===== config.mk =====
export PLATFORM = sky130hd
export DESIGN_NAME = dcache_top
export DESIGN_NICKNAME = d
export VERILOG_FILES = /design/src/verilog/dcache_pkg.sv /design/src/verilog/dcache_top.sv /design/src/verilog/dcache_controller.sv /design/src/verilog/dcache_replacer.sv /design/src/verilog/dcache_array.sv
export SDC_FILE = /design/constraint.sdc
export NUM_CORES = 2
export LEC_CHECK = 0
export BUFFER_PORTS_ARGS = -buffer_cell sky130_fd_sc_hd__buf_4
export CAP_MARGIN = 40
export CORE_ASPECT_RATIO = 0.8
export CORE_UTILIZATION = 25
export CTS_BUF_LIST = sky130_fd_sc_hd__clkbuf_4 sky130_fd_sc_hd__clkbuf_8
export DETAILED_ROUTE_END_ITERATION = 16
export GPL_TIMING_DRIVEN = 0
export PLACE_DENSITY_LB_ADDON = 0.25
export SLEW_MARGIN = 40
export SYNTH_ARGS = -nofsm -noshare
export SYNTH_HDL_FRONTEND = slang
export SYNTH_SLANG_ARGS = --single-unit

===== constraint.sdc =====
create_clock -name clk -period 17.8 [get_ports clk]
set_input_delay 2.67 -clock clk [delete_from_list [all_inputs] [get_ports clk]]
set_output_delay 2.67 -clock clk [all_outputs]
set_load 0.1 [all_outputs]

===== src/verilog/dcache_pkg.sv =====
// ====================
// Data cache shared definitions
// Command, CPU operation and CPU request/response types
// ====================
`default_nettype none

package dcache_pkg;

    localparam int WORD_WIDTH = 32;
    localparam int ADDR_WIDTH = 32;

    // Commands from the controller to the line replacer
    typedef enum logic [1:0] {
        CMD_WRITE_THROUGH = 2'd0,
        CMD_REPLACE       = 2'd1,
        CMD_INVALIDATE    = 2'd2
    } cache_cmd_t;

    // CPU access kinds
    typedef enum logic [1:0] {
        OP_LOAD  = 2'd0,
        OP_STORE = 2'd1,
        OP_FLUSH = 2'd2
    } cpu_op_t;

    // 66 bits: op, byte address, write data
    typedef struct packed {
        cpu_op_t                op;
        logic [ADDR_WIDTH-1:0]  addr;
        logic [WORD_WIDTH-1:0]  wdata;
    } cpu_req_t;

    typedef struct packed {
        logic [WORD_WIDTH-1:0]  rdata;
        logic                   hit;
    } cpu_resp_t;

endpackage

`default_nettype wire

===== src/verilog/dcache_top.sv =====
// ====================
// Direct-mapped write-through data cache
// Controller, line replacer and array
// ====================
`timescale 1ns/100ps
`default_nettype none

module dcache_top #(
    parameter int INDEX_WIDTH  = 4,
    parameter int OFFSET_WIDTH = 2
) (
    input  wire logic                 clk,
    input  wire logic                 rst,

    // CPU side
    input  wire logic                 req_valid,
    input  wire dcache_pkg::cpu_req_t req,
    output logic                      busy,
    output logic                      resp_valid,
    output dcache_pkg::cpu_resp_t     resp,

    // Line memory
    output logic [dcache_pkg::ADDR_WIDTH-OFFSET_WIDTH-3:0]           mem_addr,
    output logic                      mem_read_enable,
    output logic                      mem_write_enable,
    output logic [dcache_pkg::WORD_WIDTH*(2**OFFSET_WIDTH)-1:0]      mem_write_line,
    input  wire logic                 mem_read_done,
    input  wire logic                 mem_write_done,
    input  wire logic [dcache_pkg::WORD_WIDTH*(2**OFFSET_WIDTH)-1:0] mem_read_line
);

    localparam int TAG_WIDTH       = dcache_pkg::ADDR_WIDTH - INDEX_WIDTH - OFFSET_WIDTH - 2;
    localparam int LINE_WIDTH      = dcache_pkg::WORD_WIDTH * (2 ** OFFSET_WIDTH);
    localparam int LINE_ADDR_WIDTH = TAG_WIDTH + INDEX_WIDTH;

    // Array read port
    logic [INDEX_WIDTH-1:0]     read_index;
    logic                       read_valid;
    logic [TAG_WIDTH-1:0]       read_tag;
    logic [LINE_WIDTH-1:0]      read_line;

    // Muxed array write port
    logic                       write_enable;
    logic [INDEX_WIDTH-1:0]     write_index;
    logic                       write_valid;
    logic [TAG_WIDTH-1:0]       write_tag;
    logic [LINE_WIDTH-1:0]      write_line;

    // Replacer side of the write port
    logic                       repl_write_enable;
    logic                       repl_write_valid;
    logic [TAG_WIDTH-1:0]       repl_write_tag;
    logic [LINE_WIDTH-1:0]      repl_write_line;

    logic                       cmd_enable;
    dcache_pkg::cache_cmd_t     cmd;
    logic [LINE_ADDR_WIDTH-1:0] cmd_line_addr;
    logic                       cmd_done;

    dcache_controller #(
        .INDEX_WIDTH  (INDEX_WIDTH),
        .OFFSET_WIDTH (OFFSET_WIDTH)
    ) controller (
        .clk                (clk),
        .rst                (rst),
        .req_valid          (req_valid),
        .req                (req),
        .busy               (busy),
        .resp_valid         (resp_valid),
        .resp               (resp),
        .array_read_index   (read_index),
        .array_read_valid   (read_valid),
        .array_read_tag     (read_tag),
        .array_read_line    (read_line),
        .repl_write_enable  (repl_write_enable),
        .repl_write_valid   (repl_write_valid),
        .repl_write_tag     (repl_write_tag),
        .repl_write_line    (repl_write_line),
        .array_write_enable (write_enable),
        .array_write_index  (write_index),
        .array_write_valid  (write_valid),
        .array_write_tag    (write_tag),
        .array_write_line   (write_line),
        .cmd_enable         (cmd_enable),
        .cmd                (cmd),
        .cmd_line_addr      (cmd_line_addr),
        .cmd_done           (cmd_done)
    );

    dcache_replacer #(
        .INDEX_WIDTH  (INDEX_WIDTH),
        .OFFSET_WIDTH (OFFSET_WIDTH)
    ) replacer (
        .clk                (clk),
        .rst                (rst),
        .cmd_enable         (cmd_enable),
        .cmd                (cmd),
        .cmd_line_addr      (cmd_line_addr),
        .cmd_done           (cmd_done),
        .array_read_line    (read_line),
        .array_write_enable (repl_write_enable),
        .array_write_valid  (repl_write_valid),
        .array_write_tag    (repl_write_tag),
        .array_write_line   (repl_write_line),
        .mem_addr           (mem_addr),
        .mem_read_enable    (mem_read_enable),
        .mem_write_enable   (mem_write_enable),
        .mem_write_line     (mem_write_line),
        .mem_read_done      (mem_read_done),
        .mem_write_done     (mem_write_done),
        .mem_read_line      (mem_read_line)
    );

    dcache_array #(
        .INDEX_WIDTH  (INDEX_WIDTH),
        .OFFSET_WIDTH (OFFSET_WIDTH)
    ) array (
        .clk          (clk),
        .rst          (rst),
        .read_index   (read_index),
        .read_valid   (read_valid),
        .read_tag     (read_tag),
        .read_line    (read_line),
        .write_enable (write_enable),
        .write_index  (write_index),
        .write_valid  (write_valid),
        .write_tag    (write_tag),
        .write_line   (write_line)
    );

endmodule

`default_nettype wire


===== src/verilog/dcache_controller.sv =====
// ====================
// Data cache controller
// CPU request handling, tag compare, store merge and
// command sequencing towards the line replacer
// ====================
`timescale 1ns/100ps
`default_nettype none

module dcache_controller #(
    parameter int INDEX_WIDTH  = 4,
    parameter int OFFSET_WIDTH = 2
) (
    input  wire logic clk,
    input  wire logic rst,

    // CPU side
    input  wire logic                   req_valid,
    input  wire dcache_pkg::cpu_req_t   req,
    output logic                        busy,
    output logic                        resp_valid,
    output dcache_pkg::cpu_resp_t       resp,

    // Array read port
    output logic [INDEX_WIDTH-1:0]      array_read_index,
    input  wire logic                   array_read_valid,
    input  wire logic [dcache_pkg::ADDR_WIDTH-INDEX_WIDTH-OFFSET_WIDTH-3:0] array_read_tag,
    input  wire logic [dcache_pkg::WORD_WIDTH*(2**OFFSET_WIDTH)-1:0]        array_read_line,

    // Replacer write port, muxed with the store merge
    input  wire logic                   repl_write_enable,
    input  wire logic                   repl_write_valid,
    input  wire logic [dcache_pkg::ADDR_WIDTH-INDEX_WIDTH-OFFSET_WIDTH-3:0] repl_write_tag,
    input  wire logic [dcache_pkg::WORD_WIDTH*(2**OFFSET_WIDTH)-1:0]        repl_write_line,
    output logic                        array_write_enable,
    output logic [INDEX_WIDTH-1:0]      array_write_index,
    output logic                        array_write_valid,
    output logic [dcache_pkg::ADDR_WIDTH-INDEX_WIDTH-OFFSET_WIDTH-3:0] array_write_tag,
    output logic [dcache_pkg::WORD_WIDTH*(2**OFFSET_WIDTH)-1:0]        array_write_line,

    // Replacer command
    output logic                        cmd_enable,
    output dcache_pkg::cache_cmd_t      cmd,
    output logic [dcache_pkg::ADDR_WIDTH-OFFSET_WIDTH-3:0]             cmd_line_addr,
    input  wire logic                   cmd_done
);

    localparam int WORD_WIDTH = dcache_pkg::WORD_WIDTH;
    localparam int ADDR_WIDTH = dcache_pkg::ADDR_WIDTH;
    localparam int TAG_WIDTH  = ADDR_WIDTH - INDEX_WIDTH - OFFSET_WIDTH - 2;
    localparam int LINE_WIDTH = WORD_WIDTH * (2 ** OFFSET_WIDTH);

    typedef enum logic [2:0] {
        ST_IDLE,
        ST_COMPARE,
        ST_FILL,
        ST_FILLED,
        ST_FINISH
    } state_t;

    state_t                  state;
    dcache_pkg::cpu_req_t    req_q;
    logic                    hit_q;
    logic [TAG_WIDTH-1:0]    req_tag;
    logic [INDEX_WIDTH-1:0]  req_index;
    logic [OFFSET_WIDTH-1:0] req_offset;
    logic                    tag_hit;
    logic [WORD_WIDTH-1:0]   read_word;
    logic [LINE_WIDTH-1:0]   merged_line;
    logic                    ctrl_write_enable;
    logic                    accept;
    logic                    respond;

    always_comb begin
        req_tag     = req_q.addr[ADDR_WIDTH-1 -: TAG_WIDTH];
        req_index   = req_q.addr[OFFSET_WIDTH+2 +: INDEX_WIDTH];
        req_offset  = req_q.addr[2 +: OFFSET_WIDTH];
        tag_hit     = array_read_valid && (array_read_tag == req_tag);
        read_word   = array_read_line[req_offset*WORD_WIDTH +: WORD_WIDTH];
        merged_line = array_read_line;
        merged_line[req_offset*WORD_WIDTH +: WORD_WIDTH] = req_q.wdata;
    end

    assign cmd_line_addr = req_q.addr[ADDR_WIDTH-1:OFFSET_WIDTH+2];

    // Commands go out from the compare cycle, or after a fill for a store
    always_comb begin
        cmd_enable = 1'b0;
        cmd        = dcache_pkg::CMD_WRITE_THROUGH;
        if (state == ST_COMPARE) begin
            case (req_q.op)
                dcache_pkg::OP_LOAD: begin
                    cmd_enable = !tag_hit;
                    cmd        = dcache_pkg::CMD_REPLACE;
                end
                dcache_pkg::OP_STORE: begin
                    cmd_enable = 1'b1;
                    if (!tag_hit) begin
                        cmd = dcache_pkg::CMD_REPLACE;
                    end
                end
                default: begin
                    cmd_enable = 1'b1;
                    cmd        = dcache_pkg::CMD_INVALIDATE;
                end
            endcase
        end else if (state == ST_FILLED) begin
            cmd_enable = (req_q.op == dcache_pkg::OP_STORE);
        end
    end

    // Store word lands in the array before the write-through reads it back
    assign ctrl_write_enable = (req_q.op == dcache_pkg::OP_STORE)
                            && ((state == ST_COMPARE && tag_hit) || state == ST_FILLED);

    // Replacer owns the write port whenever it writes
    always_comb begin
        array_read_index   = req_index;
        array_write_index  = req_index;
        array_write_enable = repl_write_enable || ctrl_write_enable;
        array_write_valid  = repl_write_enable ? repl_write_valid : 1'b1;
        array_write_tag    = repl_write_enable ? repl_write_tag : req_tag;
        array_write_line   = repl_write_enable ? repl_write_line : merged_line;
    end

    assign accept  = (state == ST_IDLE) && req_valid && !busy;
    assign respond = (req_q.op == dcache_pkg::OP_LOAD
                      && ((state == ST_COMPARE && tag_hit) || state == ST_FILLED))
                  || (state == ST_FINISH && cmd_done);

    always_ff @(posedge clk) begin
        if (rst) begin
            state      <= ST_IDLE;
            busy       <= 1'b0;
            resp_valid <= 1'b0;
        end else begin
            resp_valid <= respond;
            if (accept) begin
                busy <= 1'b1;
            end else if (resp_valid) begin
                busy <= 1'b0;
            end
            case (state)
                ST_IDLE:    if (accept) state <= ST_COMPARE;
                ST_COMPARE: begin
                    if (respond) begin
                        state <= ST_IDLE;
                    end else if (cmd == dcache_pkg::CMD_REPLACE) begin
                        state <= ST_FILL;
                    end else begin
                        state <= ST_FINISH;
                    end
                end
                ST_FILL:    if (cmd_done) state <= ST_FILLED;
                ST_FILLED:  state <= respond ? ST_IDLE : ST_FINISH;
                ST_FINISH:  if (cmd_done) state <= ST_IDLE;
                default:    state <= ST_IDLE;
            endcase
        end
    end

    // Request and response payload
    always_ff @(posedge clk) begin
        if (accept) begin
            req_q <= req;
        end
        // Hit means the line was present at compare time
        if (state == ST_COMPARE) begin
            hit_q <= tag_hit;
        end
        if (respond) begin
            resp.rdata <= (req_q.op == dcache_pkg::OP_LOAD) ? read_word : '0;
            resp.hit   <= (state == ST_COMPARE) ? tag_hit : hit_q;
        end
    end

    resp_inside_busy: assert property (
        @(posedge clk) disable iff (rst)
        resp_valid |-> busy
    ) else $error("dcache_controller: response outside busy window");

endmodule

`default_nettype wire


===== src/verilog/dcache_replacer.sv =====
// ====================
// Data cache line replacer
// Moves whole lines between the array and line memory for
// write-through, replace and invalidate commands
// ====================
`timescale 1ns/100ps
`default_nettype none

module dcache_replacer #(
    parameter int INDEX_WIDTH  = 4,
    parameter int OFFSET_WIDTH = 2
) (
    input  wire logic clk,
    input  wire logic rst,

    // Command from the controller
    input  wire logic                   cmd_enable,
    input  wire dcache_pkg::cache_cmd_t cmd,
    input  wire logic [dcache_pkg::ADDR_WIDTH-OFFSET_WIDTH-3:0] cmd_line_addr,
    output logic                        cmd_done,

    // Array ports
    input  wire logic [dcache_pkg::WORD_WIDTH*(2**OFFSET_WIDTH)-1:0] array_read_line,
    output logic                        array_write_enable,
    output logic                        array_write_valid,
    output logic [dcache_pkg::ADDR_WIDTH-INDEX_WIDTH-OFFSET_WIDTH-3:0] array_write_tag,
    output logic [dcache_pkg::WORD_WIDTH*(2**OFFSET_WIDTH)-1:0]        array_write_line,

    // Line memory
    output logic [dcache_pkg::ADDR_WIDTH-OFFSET_WIDTH-3:0]             mem_addr,
    output logic                        mem_read_enable,
    output logic                        mem_write_enable,
    output logic [dcache_pkg::WORD_WIDTH*(2**OFFSET_WIDTH)-1:0]        mem_write_line,
    input  wire logic                   mem_read_done,
    input  wire logic                   mem_write_done,
    input  wire logic [dcache_pkg::WORD_WIDTH*(2**OFFSET_WIDTH)-1:0]   mem_read_line
);

    localparam int TAG_WIDTH       = dcache_pkg::ADDR_WIDTH - INDEX_WIDTH - OFFSET_WIDTH - 2;
    localparam int LINE_WIDTH      = dcache_pkg::WORD_WIDTH * (2 ** OFFSET_WIDTH);
    localparam int LINE_ADDR_WIDTH = TAG_WIDTH + INDEX_WIDTH;

    typedef enum logic [2:0] {
        ST_IDLE,
        ST_READ_CACHE,
        ST_WRITE_MEM,
        ST_SETTLE,
        ST_READ_MEM,
        ST_WRITE_CACHE,
        ST_INVALIDATE
    } state_t;

    state_t                state;
    state_t                next_state;
    logic [LINE_WIDTH-1:0] line_q;

    always_comb begin
        next_state = state;
        case (state)
            ST_IDLE: begin
                if (cmd_enable) begin
                    case (cmd)
                        dcache_pkg::CMD_WRITE_THROUGH: next_state = ST_READ_CACHE;
                        dcache_pkg::CMD_REPLACE:       next_state = ST_SETTLE;
                        default:                       next_state = ST_INVALIDATE;
                    endcase
                end
            end
            ST_READ_CACHE:  next_state = ST_WRITE_MEM;
            ST_WRITE_MEM:   next_state = mem_write_done ? ST_IDLE : ST_WRITE_MEM;
            ST_SETTLE:      next_state = ST_READ_MEM;
            ST_READ_MEM:    next_state = mem_read_done ? ST_WRITE_CACHE : ST_READ_MEM;
            ST_WRITE_CACHE: next_state = ST_IDLE;
            ST_INVALIDATE:  next_state = ST_IDLE;
            default:        next_state = ST_IDLE;
        endcase
    end

    always_ff @(posedge clk) begin
        if (rst) begin
            state <= ST_IDLE;
        end else begin
            state <= next_state;
        end
    end

    // Line buffer, from the array for write-through, from memory on a fill
    always_ff @(posedge clk) begin
        if (state == ST_READ_CACHE) begin
            line_q <= array_read_line;
        end else if (state == ST_READ_MEM && mem_read_done) begin
            line_q <= mem_read_line;
        end
    end

    // Tag half of the line address goes to the array, the index comes from
    // the controller's read port
    assign array_write_tag    = cmd_line_addr[LINE_ADDR_WIDTH-1:INDEX_WIDTH];
    assign array_write_enable = (state == ST_WRITE_CACHE) || (state == ST_INVALIDATE);
    assign array_write_valid  = (state == ST_WRITE_CACHE);
    assign array_write_line   = line_q;

    assign mem_addr         = cmd_line_addr;
    assign mem_read_enable  = (state == ST_READ_MEM);
    assign mem_write_enable = (state == ST_WRITE_MEM);
    assign mem_write_line   = line_q;

    assign cmd_done = (state == ST_WRITE_MEM && mem_write_done)
                   || (state == ST_WRITE_CACHE)
                   || (state == ST_INVALIDATE);

    cmd_only_when_idle: assert property (
        @(posedge clk) disable iff (rst)
        cmd_enable |-> state == ST_IDLE
    ) else $error("dcache_replacer: command while busy");

    mem_enables_exclusive: assert property (
        @(posedge clk) disable iff (rst)
        !(mem_read_enable && mem_write_enable)
    ) else $error("dcache_replacer: memory read and write together");

endmodule

`default_nettype wire


===== src/verilog/dcache_array.sv =====
// ====================
// Data cache array
// Tag, valid and line storage, combinational read, clocked write
// ====================
`timescale 1ns/100ps
`default_nettype none

module dcache_array #(
    parameter int INDEX_WIDTH  = 4,
    parameter int OFFSET_WIDTH = 2
) (
    input  wire logic                   clk,
    input  wire logic                   rst,
    input  wire logic [INDEX_WIDTH-1:0] read_index,
    output logic                        read_valid,
    output logic [dcache_pkg::ADDR_WIDTH-INDEX_WIDTH-OFFSET_WIDTH-3:0] read_tag,
    output logic [dcache_pkg::WORD_WIDTH*(2**OFFSET_WIDTH)-1:0]        read_line,
    input  wire logic                   write_enable,
    input  wire logic [INDEX_WIDTH-1:0] write_index,
    input  wire logic                   write_valid,
    input  wire logic [dcache_pkg::ADDR_WIDTH-INDEX_WIDTH-OFFSET_WIDTH-3:0] write_tag,
    input  wire logic [dcache_pkg::WORD_WIDTH*(2**OFFSET_WIDTH)-1:0]        write_line
);

    localparam int TAG_WIDTH  = dcache_pkg::ADDR_WIDTH - INDEX_WIDTH - OFFSET_WIDTH - 2;
    localparam int LINE_WIDTH = dcache_pkg::WORD_WIDTH * (2 ** OFFSET_WIDTH);
    localparam int LINES      = 2 ** INDEX_WIDTH;

    logic [LINE_WIDTH-1:0] line_mem [LINES];
    logic [TAG_WIDTH-1:0]  tag_mem [LINES];
    logic [LINES-1:0]      valid_bits;

    assign read_valid = valid_bits[read_index];
    assign read_tag   = tag_mem[read_index];
    assign read_line  = line_mem[read_index];

    always_ff @(posedge clk) begin
        if (write_enable) begin
            line_mem[write_index] <= write_line;
            tag_mem[write_index]  <= write_tag;
        end
    end

    // Only the valid bits come out of reset cleared
    always_ff @(posedge clk) begin
        if (rst) begin
            valid_bits <= '0;
        end else if (write_enable) begin
            valid_bits[write_index] <= write_valid;
        end
    end

    write_index_known: assert property (
        @(posedge clk) disable iff (rst)
        write_enable |-> !$isunknown(write_index)
    ) else $error("dcache_array: write with unknown index");

endmodule

`default_nettype wire


==> load_flow_metrics.sql <==
INSERT INTO impl_metrics (metric_group, metric, value, unit) VALUES
('setup_path', 'path_class', 'register to register', ''),
('synthesis', 'synthCells', '5029', ''),
('sta', 'fin_worst_skew', '0.115', 'ns'),
('place', 'port_buffers', '389', ''),
('setup_path', 'worst-path-max-fanout', '10', ''),
('clock_tree', 'clkSlewWorstSetupHoldPaths', '0.07', 'ns'),
('global_route', 'grt_overflow_total', '0', ''),
('global_route', 'global_route.usage.total', '17.9', '%'),
('route', 'drt-vias-per-instance', '4.82', ''),
('sta', 'timing_worst_slew_pin_value', '0.927', 'ns'),
('setup_path', 'crit_path_end_kind', 'register', ''),
('route', 'dr_total_vias', '57700', ''),
('clock_tree', 'cts_htree_levels', '5', ''),
('route', 'drt-total-wl', '391', 'mm'),
('route', 'wl_met1', '153', 'mm'),
('clock_tree', 'worst_skew_pair.late_latency', '1.19', 'ns'),
('die', 'design.core.area', '421000', 'um^2'),
('synthesis', 'ys_seq_elements', '2686', ''),
('synthesis', 'yosys.area.top_type_share', '75.5', '%'),
('cells_and_area', 'design.final.nets', '6213', ''),
('synthesis', 'seq_total_area_yosys', '76.1', '%'),
('setup_path', 'startpoint_type', 'register', ''),
('sta', 'relSlewSlack', '38.2', '%'),
('route', 'drc_marker_count_from_the_first_detailed_route_iteration', '6397', ''),
('sta', 'timing.fmax', '138', 'MHz'),
('route', 'post-route-drc-count', '0', ''),
('route', 'drt_first_pass_iters', '5', ''),
('die', 'dieWidth', '729', 'um'),
('pwr', 'leakage', '41.5', 'nW'),
('sta', 'finalSetupViolCount', '0', ''),
('global_route', 'global_route_wire_length_before_repair', '518', 'mm'),
('synthesis', 'netlist_area', '106000', 'um^2'),
('synthesis', 'number_of_synthesized_flops_with_an_enable_pin', '2657', ''),
('clock_tree', 'ctsResizeCount', '0', ''),
('cells_and_area', 'fin_cells', '12000', ''),
('cells_and_area', 'syn_to_final_growth', '21.0', '%'),
('clock_tree', 'cts_num_sinks', '2686', ''),
('synthesis', 'synthesis.area_per_instance', '21.0', 'um^2'),
('die', 'start_util', '25.1', '%'),
('status', 'status', 'finished clean', ''),
('place', 'placed_cells_incl_taps', '11100', ''),
('sta', 'hold_viol', '0', ''),
('sta', 'finalWorstPathRequiredPeriod', '7.22', 'ns'),
('sta', 'fin_crit_sh', '40.6', '%'),
('synthesis', 'synthDominantAreaCellType', 'sky130_fd_sc_hd__edfxtp_1', ''),
('global_route', 'first_global_vias', '58300', ''),
('synthesis', 'synth_common_cells', 'sky130_fd_sc_hd__edfxtp_1 (2657), sky130_fd_sc_hd__mux4_2 (723), sky130_fd_sc_hd__nand2_1 (423), sky130_fd_sc_hd__clkbuf_1 (171), sky130_fd_sc_hd__a21oi_1 (145)', ''),
('route', 'routed.top_layer', 'met5', ''),
('synthesis', 'post_synth_main_area_contributors', 'sky130_fd_sc_hd__edfxtp_1 (76%), sky130_fd_sc_hd__mux4_2 (15%), sky130_fd_sc_hd__nand2_1 (1.5%)', ''),
('pwr', 'pwr_density_cell', '126', 'nW/um^2'),
('synthesis', 'synth.net_count', '5233', ''),
('sta', 'setup_repair_after_global_routing_missed_its_margin', 'no', ''),
('place', 'finalWeightedCongestion', '0.830', ''),
('clock_tree', 'clockBufferDepth', '4', ''),
('clock_tree', 'hold_buffers', '0', ''),
('route', 'routedWlPerCell', '32.7', 'um'),
('cells_and_area', 'drive_gt1_share', '37.8', '%'),
('global_route', 'grt_start_max_net_pins', '45', ''),
('route', 'routed-wl-met2', '195', 'mm'),
('synthesis', 'synth_cell_type_count', '67', ''),
('cells_and_area', 'final_core_util', '30.4', '%'),
('synthesis', 'synth_flop_cell', 'sky130_fd_sc_hd__edfxtp_1', ''),
('die', 'die-height', '583', 'um'),
('pwr', 'post-layout-total-power', '0.0161', 'W'),
('die', 'top_level_ports', '392', ''),
('run', 'max_cap_violations', '0', ''),
('sta', 'fin_setup_tns', '0', 'ns'),
('route', 'detail-route-antenna-nets', '0', ''),
('synthesis', 'yosys.cell_count.top_type', 'sky130_fd_sc_hd__edfxtp_1', ''),
('pwr', 'vdd_drop_max', '64.4', 'uV'),
('sta', 'maxSlewViolCount', '0', '');
[cells by family (layout without fill, tap and decap cells)]
| group | after synthesis | in the layout | share of synthesized area (%) |
|---|---|---|---|
| flip-flops | 2686 | 2686 | 76.1 |
| multiplexers | 853 | 853 | 16.8 |
| AND/OR/NAND/NOR | 610 | 610 | 2.47 |
| buffers and inverters | 448 | 1792 | 1.90 |
| AO/OA/AOI/OAI | 402 | 402 | 2.51 |
| XOR/XNOR | 25 | 25 | 0.207 |
| adder cells (fa/ha/maj) | 5 | 5 | 0.0592 |
| other | 0 | 14 | 0 |
[flip-flops by register name, indices dropped and copies added, names as in the netlist, named ones only]
name and flops:
controller.array_read_index 4, controller.state 3, controller.req_q 34, replacer.state 3, controller.resp 33, array.valid_bits 16
controller.cmd_line_addr 24, array.line_mem 2048, controller.req_offset 2, array.tag_mem 384, controller.hit_q 1, controller.resp_valid 1
replacer.array_write_line 128, controller.busy 1
[layout by cell type, fill, tap and decap left out, drive strengths merged, types with 13 or more instances in the layout]
cell       n
mux2      40
o22ai     16
a21oi    145
a221oi   105
mux4     728
edfxtp  2657
dfxtp     29
o21ai     77
clkbuf   777
nand2    423
and2      23
nor2      71
clkinv   172
xnor2     20
inv      153
bufinv    13
mux2i     85
nand2b    32
diode     14
buf      666
[power by group]
part	switching, W	total [W]	leakage (nW)	internal, W
sequential	0.000120	0.00757	24.3	0.00745
combinational	0.00207	0.00301	12.6	0.000933
clock	0.00262	0.00549	4.61	0.00288
[metal layers]
metal  track usage (%)  up-vias
li1                  -    22900
met4              8.05       12
met5                 0        -
met2              30.4     2495
met3              3.08      638
met1              22.4    31700
[through the flow]
stage                     setup WS, ns  area (um^2)
final                            10.58       128000
after global routing             10.41       128000
after CTS                        10.54       128000
after detailed placement         10.54       119000
after global placement           -2.99       116000
after floorplan                   8.20       106000
[worst max-delay path: stages (launching register included)]
cell                      delay [ns]
sky130_fd_sc_hd__dfxtp_1        0.54
sky130_fd_sc_hd__buf_2          0.36
sky130_fd_sc_hd__buf_2          0.40
sky130_fd_sc_hd__buf_2          0.50
sky130_fd_sc_hd__buf_2          0.49
sky130_fd_sc_hd__mux2i_1        0.27
sky130_fd_sc_hd__mux2i_1        0.11
sky130_fd_sc_hd__xnor2_1        0.48
sky130_fd_sc_hd__nand4_1        0.15
sky130_fd_sc_hd__or2_1          0.27
sky130_fd_sc_hd__nor4_4         0.55
sky130_fd_sc_hd__buf_6          0.25
sky130_fd_sc_hd__nor2_1         0.09
sky130_fd_sc_hd__nor3_4         0.53
sky130_fd_sc_hd__buf_8          0.23
sky130_fd_sc_hd__buf_6          0.17
sky130_fd_sc_hd__buf_6          0.16
sky130_fd_sc_hd__buf_6          0.15
sky130_fd_sc_hd__buf_6          0.14
sky130_fd_sc_hd__buf_4          0.19
sky130_fd_sc_hd__buf_4          0.24
sky130_fd_sc_hd__buf_8          0.18
sky130_fd_sc_hd__buf_8          0.15
sky130_fd_sc_hd__buf_6          0.14
sky130_fd_sc_hd__buf_6          0.15
[final timing paths]
path,start,end,slack (ns),depth (start not counted)
setup / recovery,register,array.line_mem[9][66],10.58,24
hold reg to reg,controller.hit_q,controller.hit_q,0.47,2
hold / removal,controller.hit_q,controller.hit_q,0.47,2
setup reg to reg,register,array.line_mem[9][66],10.58,24
[final cells by class]
cell class,count,area [um^2]
multi-input combinational,1895,23900
fill,41100,293000
tap,5590,6990
clock buffer,603,7360
sequential,2686,80400
inverter,138,638
antenna,14,35.0
buffer,310,1640
clock inverter,211,1380
timing repair buffer,530,5540
Note: power is estimated with default switching activity, not from simulation.
